<file path="config.mk">
export PLATFORM = sky130hd
export DESIGN_NAME = spi_master
export DESIGN_NICKNAME = d
export VERILOG_FILES = /design/src/verilog/spi_master_pkg.sv /design/src/verilog/spi_master.sv /design/src/verilog/spi_shift_fsm.sv /design/src/verilog/spi_clk_div.sv /design/src/verilog/spi_regs.sv /design/src/verilog/spi_fifo.sv
export SDC_FILE = /design/constraint.sdc
export NUM_CORES = 1
export LEC_CHECK = 0
export BUFFER_PORTS_ARGS = -buffer_cell sky130_fd_sc_hd__buf_2
export CORE_MARGIN = 2
export CORE_UTILIZATION = 65
export DETAILED_ROUTE_END_ITERATION = 6
export GPL_TIMING_DRIVEN = 0
export PLACE_DENSITY_LB_ADDON = 0.05
export REMOVE_ABC_BUFFERS = 1
export SYNTH_ARGS = -nofsm -noshare
export SYNTH_HDL_FRONTEND = slang
export SYNTH_HIERARCHICAL = 1
export SYNTH_SLANG_ARGS = --single-unit
export TNS_END_PERCENT = 50
</file>
<file path="constraint.sdc">
create_clock -name clk_i -period 7.1 [get_ports clk_i]
set_input_delay 0.71 -clock clk_i [delete_from_list [all_inputs] [get_ports clk_i]]
set_output_delay 0.71 -clock clk_i [all_outputs]
set_load 0.01 [all_outputs]
</file>
<file path="src/verilog/spi_master_pkg.sv">
package spi_master_pkg;

    typedef logic [7:0] data_t;                     // One bus or SPI byte
    typedef logic [1:0] addr_t;                     // Register select

    localparam addr_t ADDR_CON  = 2'd0;             // Control word, mirror of spi_con_i
    localparam addr_t ADDR_STA  = 2'd1;             // Status, W1C on bits 7:6
    localparam addr_t ADDR_DATA = 2'd2;             // Tx push on write, rx pop on read
    localparam addr_t ADDR_EXT  = 2'd3;             // Extension register

    typedef struct packed {
        logic       spi_en;                         // Core enable, FIFOs clear when low
        logic       int_en;                         // Interrupt output enable
        logic       reserved;
        logic       cpol;                           // SCK rest level
        logic       cpha;                           // Launch on leading edge when set
        logic [2:0] sck_sel;                        // Index into SCK_RELOAD
    } spi_con_t;

    typedef struct packed {
        logic [1:0] intcnt_sel;                     // Interrupt every intcnt_sel+1 bytes
        logic [2:0] reserved;                       // Kept as written
        logic [2:0] slave_sel;                      // Active ssn_o line
    } spi_ext_t;

    typedef struct packed {
        logic       int_f;
        logic       wcol_f;
        logic [1:0] zero;
        logic       tx_full;
        logic       tx_empty;
        logic       rx_full;
        logic       rx_empty;
    } spi_sta_t;

    typedef struct packed {
        logic full;
        logic empty;
    } fifo_flags_t;

    localparam int CLK_CNT_W  = 13;                 // Fits the largest reload
    localparam int NUM_SLAVES = 8;

    // Half-period reload per sck_sel, SCK divisor is 2*(reload+1)
    localparam logic [7:0][CLK_CNT_W-1:0] SCK_RELOAD = {
        13'd8191, 13'd2047, 13'd511, 13'd127,
        13'd31,   13'd7,    13'd3,   13'd1
    };

endpackage
</file>
<file path="src/verilog/spi_master.sv">
`timescale 1ns/1ps

module spi_master #(
    parameter int FIFO_DEPTH = 4
) (
    input  logic                                  clk_i,
    input  logic                                  rstn_i,
    input  logic                                  stb_i,
    input  logic                                  we_i,
    input  spi_master_pkg::addr_t                 addr_i,
    input  spi_master_pkg::data_t                 data_i,
    input  spi_master_pkg::spi_con_t              spi_con_i,
    output spi_master_pkg::data_t                 data_o,
    output logic                                  ack_o,
    output logic                                  int_o,
    output logic                                  sck_o,
    output logic [spi_master_pkg::NUM_SLAVES-1:0] ssn_o,
    output logic                                  mosi_o,
    input  logic                                  miso_i
);
    import spi_master_pkg::*;

    data_t       tx_data;                           // Tx FIFO head to shifter
    data_t       rx_data;                           // Rx FIFO head to read mux
    data_t       rx_byte;                           // Shifter to rx FIFO
    fifo_flags_t tx_flags;
    fifo_flags_t rx_flags;
    spi_ext_t    spi_ext;
    logic        tx_push;
    logic        tx_pop;
    logic        rx_push;
    logic        rx_pop;
    logic        tick;
    logic        busy;
    logic        fifo_clr;

    assign fifo_clr = ~spi_con_i.spi_en;            // Disabled core flushes both FIFOs

    spi_regs regs_inst (
        .clk_i(clk_i), .rstn_i(rstn_i),
        .stb_i(stb_i), .we_i(we_i), .addr_i(addr_i), .data_i(data_i),
        .con_i(spi_con_i), .tx_flags_i(tx_flags), .rx_flags_i(rx_flags),
        .rx_data_i(rx_data), .rx_push_i(rx_push),
        .data_o(data_o), .ack_o(ack_o), .int_o(int_o), .ext_o(spi_ext),
        .tx_push_o(tx_push), .rx_pop_o(rx_pop)
    );

    spi_fifo #(.FIFO_DEPTH(FIFO_DEPTH)) tx_fifo (
        .clk_i(clk_i), .rstn_i(rstn_i), .clr_i(fifo_clr),
        .din_i(data_i), .push_i(tx_push), .pop_i(tx_pop),
        .dout_o(tx_data), .flags_o(tx_flags)
    );

    spi_fifo #(.FIFO_DEPTH(FIFO_DEPTH)) rx_fifo (
        .clk_i(clk_i), .rstn_i(rstn_i), .clr_i(fifo_clr),
        .din_i(rx_byte), .push_i(rx_push), .pop_i(rx_pop),
        .dout_o(rx_data), .flags_o(rx_flags)
    );

    spi_clk_div clk_div_inst (
        .clk_i(clk_i), .rstn_i(rstn_i), .con_i(spi_con_i),
        .busy_i(busy), .tick_o(tick)
    );

    spi_shift_fsm shift_inst (
        .clk_i(clk_i), .rstn_i(rstn_i), .con_i(spi_con_i), .ext_i(spi_ext),
        .tick_i(tick), .tx_data_i(tx_data), .tx_flags_i(tx_flags), .miso_i(miso_i),
        .busy_o(busy), .tx_pop_o(tx_pop), .rx_push_o(rx_push), .rx_data_o(rx_byte),
        .sck_o(sck_o), .mosi_o(mosi_o), .ssn_o(ssn_o)
    );

endmodule

</file>
<file path="src/verilog/spi_shift_fsm.sv">
`timescale 1ns/1ps

module spi_shift_fsm (
    input  logic                                 clk_i,
    input  logic                                 rstn_i,
    input  spi_master_pkg::spi_con_t             con_i,
    input  spi_master_pkg::spi_ext_t             ext_i,
    input  logic                                 tick_i,
    input  spi_master_pkg::data_t                tx_data_i,  // Tx FIFO head
    input  spi_master_pkg::fifo_flags_t          tx_flags_i,
    input  logic                                 miso_i,
    output logic                                 busy_o,
    output logic                                 tx_pop_o,
    output logic                                 rx_push_o,
    output spi_master_pkg::data_t                rx_data_o,
    output logic                                 sck_o,
    output logic                                 mosi_o,
    output logic [spi_master_pkg::NUM_SLAVES-1:0] ssn_o
);
    import spi_master_pkg::*;

    typedef enum logic [2:0] {
        ST_IDLE   = 3'b000,
        ST_START  = 3'b001,                         // Waiting for first leading edge
        ST_PHASE2 = 3'b011,                         // Waiting for a leading edge
        ST_PHASE1 = 3'b010,                         // Waiting for a trailing edge
        ST_CONT   = 3'b110                          // Byte done, next or stop
    } state_t;

    state_t     state;
    data_t      data_buf;                           // Tx out of bit 7, rx in at bit 0
    data_t      shift_in;
    logic [2:0] bit_cnt;
    logic       sck_q;                              // SCK phase, zero at rest
    logic       sel_act;                            // Slave selected

    assign busy_o    = (state != ST_IDLE);
    assign shift_in  = {data_buf[6:0], miso_i};
    assign rx_data_o = data_buf;
    assign mosi_o    = data_buf[7];
    assign sck_o     = sck_q ^ con_i.cpol;          // Rest level follows cpol
    assign ssn_o     = ~(NUM_SLAVES'(sel_act) << ext_i.slave_sel);

    //////////////////////////////////////////////////
    // Sixteen ticks per byte, one SCK edge each
    //////////////////////////////////////////////////

    always_ff @(posedge clk_i or negedge rstn_i) begin
        if (!rstn_i) begin
            state     <= ST_IDLE;
            data_buf  <= '0;
            bit_cnt   <= 3'd0;
            sck_q     <= 1'b0;
            sel_act   <= 1'b0;
            tx_pop_o  <= 1'b0;
            rx_push_o <= 1'b0;
        end else begin
            tx_pop_o  <= 1'b0;
            rx_push_o <= 1'b0;
            if (!con_i.spi_en) begin                // Abort any byte in flight
                state   <= ST_IDLE;
                sck_q   <= 1'b0;
                sel_act <= 1'b0;
            end else begin
                case (state)
                    ST_IDLE: begin
                        if (!tx_flags_i.empty) begin
                            data_buf <= tx_data_i;  // MSB out before first edge
                            bit_cnt  <= 3'd7;
                            tx_pop_o <= 1'b1;
                            sel_act  <= 1'b1;
                            state    <= ST_START;
                        end
                    end
                    ST_START: begin
                        if (tick_i) begin
                            sck_q <= ~sck_q;
                            state <= ST_PHASE1;
                        end
                    end
                    ST_PHASE2: begin
                        if (tick_i) begin
                            sck_q <= ~sck_q;
                            if (con_i.cpha) begin
                                data_buf <= shift_in;   // Mode 1 launches on leading edge
                            end
                            state <= ST_PHASE1;
                        end
                    end
                    ST_PHASE1: begin
                        if (tick_i) begin
                            sck_q <= ~sck_q;
                            if (!con_i.cpha || (bit_cnt == 3'd0)) begin
                                data_buf <= shift_in;   // Last bit always taken here
                            end
                            if (bit_cnt == 3'd0) begin
                                rx_push_o <= 1'b1;
                                state     <= ST_CONT;
                            end else begin
                                bit_cnt <= bit_cnt - 3'd1;
                                state   <= ST_PHASE2;
                            end
                        end
                    end
                    ST_CONT: begin
                        if (tx_flags_i.empty) begin
                            sel_act <= 1'b0;
                            state   <= ST_IDLE;
                        end else begin
                            data_buf <= tx_data_i;  // Rx FIFO takes old byte this edge
                            bit_cnt  <= 3'd7;
                            tx_pop_o <= 1'b1;
                            state    <= ST_START;
                        end
                    end
                    default: state <= ST_IDLE;
                endcase
            end
        end
    end

endmodule

</file>
<file path="src/verilog/spi_clk_div.sv">
`timescale 1ns/1ps

module spi_clk_div (
    input  logic                     clk_i,
    input  logic                     rstn_i,
    input  spi_master_pkg::spi_con_t con_i,
    input  logic                     busy_i,        // Transfer in progress
    output logic                     tick_o         // One SCK half-period elapsed
);
    import spi_master_pkg::*;

    logic [CLK_CNT_W-1:0] clk_cnt;
    logic                 run;

    assign run    = busy_i & con_i.spi_en;
    assign tick_o = run & (clk_cnt == '0);

    // Period of tick_o is reload+1 cycles
    always_ff @(posedge clk_i or negedge rstn_i) begin
        if (!rstn_i) begin
            clk_cnt <= '0;
        end else if (run && (clk_cnt != '0)) begin
            clk_cnt <= clk_cnt - 1'b1;
        end else begin
            clk_cnt <= SCK_RELOAD[con_i.sck_sel];   // Idle or terminal count
        end
    end

endmodule

</file>
<file path="src/verilog/spi_regs.sv">
`timescale 1ns/1ps

module spi_regs (
    input  logic                        clk_i,
    input  logic                        rstn_i,
    input  logic                        stb_i,
    input  logic                        we_i,
    input  spi_master_pkg::addr_t       addr_i,
    input  spi_master_pkg::data_t       data_i,
    input  spi_master_pkg::spi_con_t    con_i,
    input  spi_master_pkg::fifo_flags_t tx_flags_i,
    input  spi_master_pkg::fifo_flags_t rx_flags_i,
    input  spi_master_pkg::data_t       rx_data_i,  // Rx FIFO head
    input  logic                        rx_push_i,  // One per received byte
    output spi_master_pkg::data_t       data_o,
    output logic                        ack_o,
    output logic                        int_o,
    output spi_master_pkg::spi_ext_t    ext_o,
    output logic                        tx_push_o,
    output logic                        rx_pop_o
);
    import spi_master_pkg::*;

    spi_ext_t   ext_q;
    spi_ext_t   ext_wr;                             // Bus data seen as extension word
    spi_sta_t   sta;
    logic       int_f;
    logic       wcol_f;
    logic [1:0] trans_cnt;                          // Bytes left before next interrupt
    logic       bus_acc;
    logic       wr_sta;
    logic       wr_ext;
    logic       wr_data;
    logic       int_rq;

    //////////////////////////////////////////////////
    // Access decode, all side effects in the ack cycle
    //////////////////////////////////////////////////

    assign bus_acc   = stb_i & ack_o;
    assign wr_sta    = bus_acc & we_i & (addr_i == ADDR_STA);
    assign wr_ext    = bus_acc & we_i & (addr_i == ADDR_EXT);
    assign wr_data   = bus_acc & we_i & (addr_i == ADDR_DATA);
    assign rx_pop_o  = bus_acc & ~we_i & (addr_i == ADDR_DATA);
    assign tx_push_o = wr_data & ~tx_flags_i.full;  // Full FIFO drops the byte
    assign ext_wr    = spi_ext_t'(data_i);
    assign ext_o     = ext_q;
    assign int_rq    = rx_push_i & (trans_cnt == 2'd0);

    always_comb begin
        sta          = '0;                          // Bits 5:4 read zero
        sta.int_f    = int_f;
        sta.wcol_f   = wcol_f;
        sta.tx_full  = tx_flags_i.full;
        sta.tx_empty = tx_flags_i.empty;
        sta.rx_full  = rx_flags_i.full;
        sta.rx_empty = rx_flags_i.empty;
    end

    always_ff @(posedge clk_i or negedge rstn_i) begin
        if (!rstn_i) begin
            ack_o  <= 1'b0;
            data_o <= '0;
        end else begin
            ack_o <= stb_i & ~ack_o;                // Single cycle per strobe
            case (addr_i)
                ADDR_CON: data_o <= con_i;
                ADDR_STA: data_o <= sta;
                ADDR_DATA: data_o <= rx_data_i;
                default: data_o <= ext_q;
            endcase
        end
    end

    //////////////////////////////////////////////////
    // Extension register and transfer counter
    //////////////////////////////////////////////////

    always_ff @(posedge clk_i or negedge rstn_i) begin
        if (!rstn_i) begin
            ext_q     <= '0;
            trans_cnt <= 2'd0;
        end else begin
            if (wr_ext) begin
                ext_q     <= ext_wr;
                trans_cnt <= ext_wr.intcnt_sel;     // Restart count with new setting
            end else if (rx_push_i) begin
                trans_cnt <= (trans_cnt == 2'd0) ? ext_q.intcnt_sel : trans_cnt - 2'd1;
            end
        end
    end

    //////////////////////////////////////////////////
    // Status flags, W1C wins over a new set
    //////////////////////////////////////////////////

    always_ff @(posedge clk_i or negedge rstn_i) begin
        if (!rstn_i) begin
            int_f  <= 1'b0;
            wcol_f <= 1'b0;
            int_o  <= 1'b0;
        end else begin
            if (wr_sta && data_i[7]) begin
                int_f <= 1'b0;
            end else if (int_rq) begin
                int_f <= 1'b1;
            end
            if (wr_sta && data_i[6]) begin
                wcol_f <= 1'b0;
            end else if (wr_data && tx_flags_i.full) begin
                wcol_f <= 1'b1;                     // Write hit a full tx FIFO
            end
            int_o <= con_i.int_en & int_f;
        end
    end

endmodule

</file>
<file path="src/verilog/spi_fifo.sv">
`timescale 1ns/1ps

module spi_fifo #(
    parameter int FIFO_DEPTH = 4
) (
    input  logic                        clk_i,
    input  logic                        rstn_i,
    input  logic                        clr_i,      // Synchronous flush
    input  spi_master_pkg::data_t       din_i,
    input  logic                        push_i,
    input  logic                        pop_i,
    output spi_master_pkg::data_t       dout_o,     // Oldest entry
    output spi_master_pkg::fifo_flags_t flags_o
);
    import spi_master_pkg::*;

    localparam int PTR_W = (FIFO_DEPTH > 1) ? $clog2(FIFO_DEPTH) : 1;
    localparam int CNT_W = $clog2(FIFO_DEPTH + 1);
    localparam logic [PTR_W-1:0] PTR_LAST = PTR_W'(FIFO_DEPTH - 1);
    localparam logic [CNT_W-1:0] CNT_FULL = CNT_W'(FIFO_DEPTH);

    data_t            mem [FIFO_DEPTH];             // Storage, no reset
    logic [PTR_W-1:0] wr_ptr;
    logic [PTR_W-1:0] rd_ptr;
    logic [CNT_W-1:0] count;                        // Occupancy
    logic             do_push;
    logic             do_pop;

    assign flags_o.full  = (count == CNT_FULL);
    assign flags_o.empty = (count == '0);
    assign do_push       = push_i & ~flags_o.full;  // Push to a full FIFO is lost
    assign do_pop        = pop_i & ~flags_o.empty;  // Pop of an empty FIFO is ignored
    assign dout_o        = mem[rd_ptr];

    always_ff @(posedge clk_i) begin
        if (do_push) begin
            mem[wr_ptr] <= din_i;
        end
    end

    always_ff @(posedge clk_i or negedge rstn_i) begin
        if (!rstn_i) begin
            wr_ptr <= '0;
            rd_ptr <= '0;
            count  <= '0;
        end else if (clr_i) begin
            wr_ptr <= '0;
            rd_ptr <= '0;
            count  <= '0;
        end else begin
            if (do_push) begin
                wr_ptr <= (wr_ptr == PTR_LAST) ? '0 : wr_ptr + 1'b1;   // Wrap at depth
            end
            if (do_pop) begin
                rd_ptr <= (rd_ptr == PTR_LAST) ? '0 : rd_ptr + 1'b1;
            end
            if (do_push != do_pop) begin
                count <= do_push ? count + 1'b1 : count - 1'b1;       // Both at once holds
            end
        end
    end

endmodule

</file>
* After elaboration in Yosys (flattened, before gate mapping)
Memory sizes are Yosys's and may differ from the RTL's. Cells that the tools add are included.
Cells by class: reduce and logical (&&, ||, !) cells 28, equal/unequal tests 34, shifts and indexed selects 1, bitwise logic cells 26, muxes and demuxes 63, add/subtract/negate cells 11, $lt $le $gt $ge 1
Operator list (number):
- case mux 8 bit (3 select lines) | 2
- 2-to-1 mux 3 bit | 14
- 2-to-1 mux 8 bit | 5
- 2-to-1 mux 2 bit | 15
- 2-to-1 mux 13 bit | 2
- 2-to-1 mux 1 bit | 22
- bitwise AND 1 bit | 17
- inequality test 2 x 1 -> 1 bit (second input constant) | 8
- logical NOT 13 bit | 1
- nonzero test 13 bit | 1
- subtractor 13 x 1 -> 13 bit (second input constant) | 1
- equality test 2 bit (second input constant) | 6
- logical NOT 3 bit | 4
- inequality test 2 bit (second input constant) | 6
- case mux 3 bit (4 select lines) | 1
- equality test 3 bit (second input constant) | 3
- inequality test 3 bit (second input constant) | 3
- subtractor 3 x 1 -> 3 bit (second input constant) | 3
- adder 2 x 1 -> 2 bit (second input constant) | 4
- NOT 8 bit | 1
- nonzero test 2 bit | 4
- << shifter 1 x 3 -> 8 bit | 1
- NOT 1 bit | 7
- AND reduction 7 bit | 1
- 22 further kinds | 32
Word-level totals: logic and storage cells 190, memory bits (writable) 64, input bits 23, memories kept 3, register bits after elaboration 67, bits in read-only memories 104, output and inout bits 20
Memories:
- (name not given) | words 8, bits a word 13, rd ports 1, clocked after Yosys merged registers in 0, wr ports 0, line spi_clk_div.sv:25 | clk_cnt <= SCK_RELOAD[con_i.sck_sel];
- rx_fifo.mem | words 4, bits a word 8, rd ports 1, clocked after Yosys merged registers in 0, wr ports 1, line spi_fifo.sv:22 | data_t mem [FIFO_DEPTH];
- tx_fifo.mem | words 4, bits a word 8, rd ports 1, clocked after Yosys merged registers in 0, wr ports 1, line spi_fifo.sv:22

* Logic depth before layout (Yosys ltp)
depth after elaboration 8, mapped depth 10, gate-level depth less buffers 9

* Hierarchy
Netlist, hierarchy kept.
By module, submodules not included:
- spi_fifo at tx_fifo | sequential area each 1136.1 um^2, area an instance 1741.7 um^2, times used 1, cells an instance 108
- spi_fifo at rx_fifo | sequential area each 1136.1 um^2, area an instance 1711.6 um^2, times used 1, cells an instance 104
- spi_shift_fsm | sequential area each 450.4 um^2, area an instance 1043.5 um^2, times used 1, cells an instance 100
- spi_regs | sequential area each 550.5 um^2, area an instance 1014.7 um^2, times used 1, cells an instance 67
- spi_clk_div | sequential area each 325.3 um^2, area an instance 758.2 um^2, times used 1, cells an instance 71
- spi_master | sequential area each 0.0 um^2, area an instance 3.8 um^2, times used 1, cells an instance 1

* Least setup slack after synthesis
No wires, ideal clock.
path kind input to register, start point input port addr_i[1], end point register tx_fifo.count[2], stages 10, path slack 4580 ps, arrival time 2385 ps, setup time 135 ps, buffers on the path 3, data required time 6965 ps, cells stage by stage buf_2 > buf_2 > and4bb_2 > nor2b_1 > buf_2 > xnor2_1 > ha_1 > and3_1 > a211oi_1 > a211oi_1
Between the ends: word-level cells in the longest chain between the ends 7, elaborated cells between the ends (all ways) 9, classes of those cells 3 x eq/ne; 3 x mux; 3 x bitwise
Ends and longest elaborated chain:
- start, declared | line spi_master.sv:10 | input spi_master_pkg::addr_t addr_i,
- equality test 2 bit * | line spi_regs.sv:43 | assign wr_data = bus_acc & we_i & (addr_i == ADDR_DATA);
- bitwise AND 1 bit * | line spi_regs.sv:43
- bitwise AND 1 bit * | line spi_regs.sv:45 | assign tx_push_o = wr_data & ~tx_flags_i.full;
- net tx_push | line spi_master.sv:29 | logic tx_push;
- bitwise AND 1 bit * | line spi_fifo.sv:31 | assign do_push = push_i & ~flags_o.full;
- 2-to-1 mux 3 bit | line spi_fifo.sv:58 | count <= do_push ? count + 1'b1 : count - 1'b1;
- 2-to-1 mux 3 bit | line spi_fifo.sv:57 | if (do_push != do_pop) begin
- 2-to-1 mux 3 bit | line spi_fifo.sv:46 | end else if (clr_i) begin
- end signal, assigned | line spi_fifo.sv:58
- end, declared | line spi_fifo.sv:25 | logic [CNT_W-1:0] count;
The timed path passes the listed nets; every way through them passes the cells marked *. The select of a mux whose other input is x is not followed. A chain may end at the register's enable or synchronous reset.

* Worst setup path after layout
start point register clk_div_inst.clk_cnt[0], end point register shift_inst.data_buf[5] (netlist: shift_inst/rx_data_o[5])
Between the ends: word-level cells in the longest chain between the ends 4, elaborated cells between the ends (all ways) 5, classes of those cells 2 x eq/ne; 1 x bitwise; 2 x reduce/logical
Ends and longest elaborated chain:
- start, declared | line spi_clk_div.sv:12 | logic [CLK_CNT_W-1:0] clk_cnt;
- start signal, assigned | line spi_clk_div.sv:23 | clk_cnt <= clk_cnt - 1'b1;
- start signal, assigned | line spi_clk_div.sv:25
- logical NOT 13 bit * | line spi_clk_div.sv:16 | assign tick_o = run & (clk_cnt == '0);
- bitwise AND 1 bit * | line spi_clk_div.sv:16
- net tick | line spi_master.sv:33 | logic tick;
- inequality test 2 bit (no line)
- AND reduction 7 bit (no line) *
- end signal, assigned | line spi_shift_fsm.sv:85 | data_buf <= shift_in;
- end signal, assigned | line spi_shift_fsm.sv:94 | data_buf <= shift_in;
- end signal, assigned | line spi_shift_fsm.sv:110 | data_buf <= tx_data_i;
- end, declared | line spi_shift_fsm.sv:31 | data_t data_buf;
The timed path passes the listed nets; every way through them passes the cells marked *.

==> results_dict.tcl <==
set metrics [dict create \
    tritoncts "done" \
    critPathMaxStageDelay_ns 0.56 \
    cts_resized 0 \
    firstDrtPassIters 4 \
    hpwl_mm 8.00 \
    crit_fanout 8 \
    fp.dieW_um 102 \
    syn_area_per_cell_um2 13.9 \
    pwr-share-comb_pct 8.3 \
    grt_pass1_wl_mm 19.5 \
    grt_usage_pct 25.3 \
    die_h_um 102 \
    setup-violations-final 0 \
    layout_commonest_cell "dfrtp_1" \
    final_antenna_net_count 0 \
    status "complete, no violations" \
    cts_made_buffers 17 \
    critical_path_buf_inv_count 1 \
    path_clk_slew_ns 0.06 \
    drtIter0Drc 242 \
    grt_pass1_vias 3773 \
    antenna_found_initial 0 \
    path_delay_family "compound AO/OA/AOI/OAI gates" \
    rrSetupSlack_ns 4.20 \
    fin_nets 528 \
    r2r.worst_path.cells 9 \
    period_share_pct 40.8 \
    ys_seq_elements 131 \
    clk_latency_ns 0.52 \
    yosysSeqAreaShare_pct 57.4 \
    drc 0 \
    io_buffers 42 \
    cts_setup_buffers 0 \
    r2r-end "shift_inst/rx_data_o[5]$_DFFE_PN0P_" \
    worstSetupPathDepth 9 \
    vias_per_cell 6.13 \
    rows 35 \
    clock_sinks 131 \
    synthToLayoutAreaGrowth_pct 12.9 \
    critical_path.startpoint_type "register" \
    worstPathCellList "inv_1, ha_1, nor4b_2, nand3_1, nor2_1, nand2b_1, a32o_1, a221oi_4, mux2_2" \
    clkPwrFrac_pct 42.6 \
    hold_violations 0 \
    cp-end-kind "register" \
    syn_inst 451 \
    post-place-cells 599 \
    seqPwrFrac_pct 49.1 \
    gp_congestion 0.803 \
    drive_above_1_share_pct 28.1 \
    place_area_um2 6510 \
    diodes 0 \
    htreeDepth 4 \
    synth_cell_types 71 \
    most-common-layout-cells "dfrtp_1 (67), edfxtp_1 (64), buf_2 (41)" \
    async_reset_ff_share_pct 51.1 \
    cellLeakagePower_nw 2.74 \
    tightest_slew_ns 0.949 \
    clockBufferDepth 2 \
    finalCriticalPeriod_ns 2.90 \
    grt_overflow 0 \
    powerDensity_nw_per_um2 275 \
    design.die.area_um2 10500 \
    vias 3865 \
    r2r-start "clk_div_inst/clk_cnt[0]$_DFF_PN0_" \
    slowest_stage "a221oi_4" \
    worstPathRequired_ns 7.51 \
    p_int_mw 1.46 \
    power.switching_mw 0.486 \
    ys.warnings.count 6 \
    cts_hold_buf 0 \
    synth-edff-count 64 \
    core-area_um2 9280 \
    wire_per_inst_um 18.9 \
    peakVddDrop_uv 221 \
    path_class "register to register" \
    fin_area_um2 7080 \
    wirelength_mm 11.9 \
    initial_core_util_pct 67.6 \
    cts-root-buf "clkbuf_8" \
    setup_tns_ns 0 \
    pin_count 43 \
    switching_share_pct 25.0 \
    maxCapViolCount 0 \
    worstPathArrival_ns 3.30 \
    power_mw 1.95 \
    clock_skew_ns 0.00626 \
    cp-startpoint "clk_div_inst/clk_cnt[0]$_DFF_PN0_" \
    relSlewSlack_pct 36.6 \
    synth_flop_cell "dfrtp_1" \
    final-instance-count-excl-fill 631 \
    fmax_ghz 0.345 \
    syn_area_um2 6270 \
    hold_class "input pin to asynchronous set/reset pin" \
    rsz0062_at_grt "no" \
    grt_max_degree 68 \
    drv_slew 0 \
]
==> sequential cells by signal (all words and copies together) (netlist names), 3 cells and up <==
name,flops
rx_fifo/mem,32
tx_fifo/mem,32
clk_div_inst/clk_cnt,13
regs_inst/data_o,8
regs_inst/ext_o,8
shift_inst/rx_data_o,8
rx_fifo/count,3
shift_inst/bit_cnt,3
shift_inst/state,3
tx_fifo/count,3
==> Yosys cell counts (all sizes together) (11+ instances only) <==
| cell | n | area, um^2 |
|---|---|---|
| o21ai | 11 | 55.1 |
| mux4 | 22 | 503 |
| nand2 | 15 | 56.3 |
| dfrtp | 67 | 1680 |
| a21oi | 21 | 105 |
| nor2 | 27 | 101 |
| buf | 23 | 140 |
| ha | 15 | 188 |
| xnor2 | 11 | 96.3 |
| inv | 20 | 75.1 |
| mux2 | 26 | 297 |
| edfxtp | 64 | 1920 |
| nand3 | 12 | 72.6 |
==> layout make-up <==
class	count	area, um^2
clock buffers	20	455
clock inverters	12	119
fillers	592	2200
inverters	20	75.1
multi-input cells	277	2460
flip-flops and latches	131	3600
well taps	129	161
repair buffers	42	213
==> per-layer routing <==
| metal | wire [um] | global-route usage [%] |
|---|---|---|
| met1 | 5240 | 33.8 |
| met2 | 5830 | 40.7 |
| met3 | 595 | 5.47 |
| met4 | 281 | 10.4 |
| met5 | 0 | 0 |
==> power groups by stage <==
stage | registers [mW] | clock network (mW) | logic (mW)
floorplan | 0.946 | 0 | 0.106
global placement | 0.960 | 0 | 0.156
detailed placement | 0.968 | 0 | 0.162
CTS | 0.953 | 0.839 | 0.163
global route | 0.965 | 0.875 | 0.178
finish | 0.955 | 0.829 | 0.162
==> through the flow <==
step	util, %	hold WS [ns]	setup WS, ns
after floorplan	-	0.414	4.54
after global placement	70.1	0.486	4.12
after detailed placement	70.1	0.489	4.03
after CTS	76.3	0.334	4.20
after global routing	76.3	0.378	3.97
final	76.3	0.287	4.20
==> worst max-delay path by stage <==
stage                                                      to  slack (ns)
after global routing      shift_inst/rx_data_o[5]$_DFFE_PN0P_        3.97
after global placement           tx_fifo/count[2]$_DFFE_PN0P_        4.12
after floorplan                  tx_fifo/count[2]$_DFFE_PN0P_        4.54
after detailed placement         tx_fifo/count[2]$_DFFE_PN0P_        4.03
after CTS                 shift_inst/rx_data_o[5]$_DFFE_PN0P_        4.20
final                     shift_inst/rx_data_o[5]$_DFFE_PN0P_        4.20
==> cells by family after synthesis <==
logic type / count (synthesis) / synth area share, %
xor+xnor: 16 / 2.23
compound gates: 67 / 7.64
simple gates: 121 / 11.8
fa+ha+maj: 16 / 3.31
buf+inv: 43 / 3.43
mux: 57 / 14.2
flops: 131 / 57.4
No activity file was read; power rests on OpenSTA's default activity.
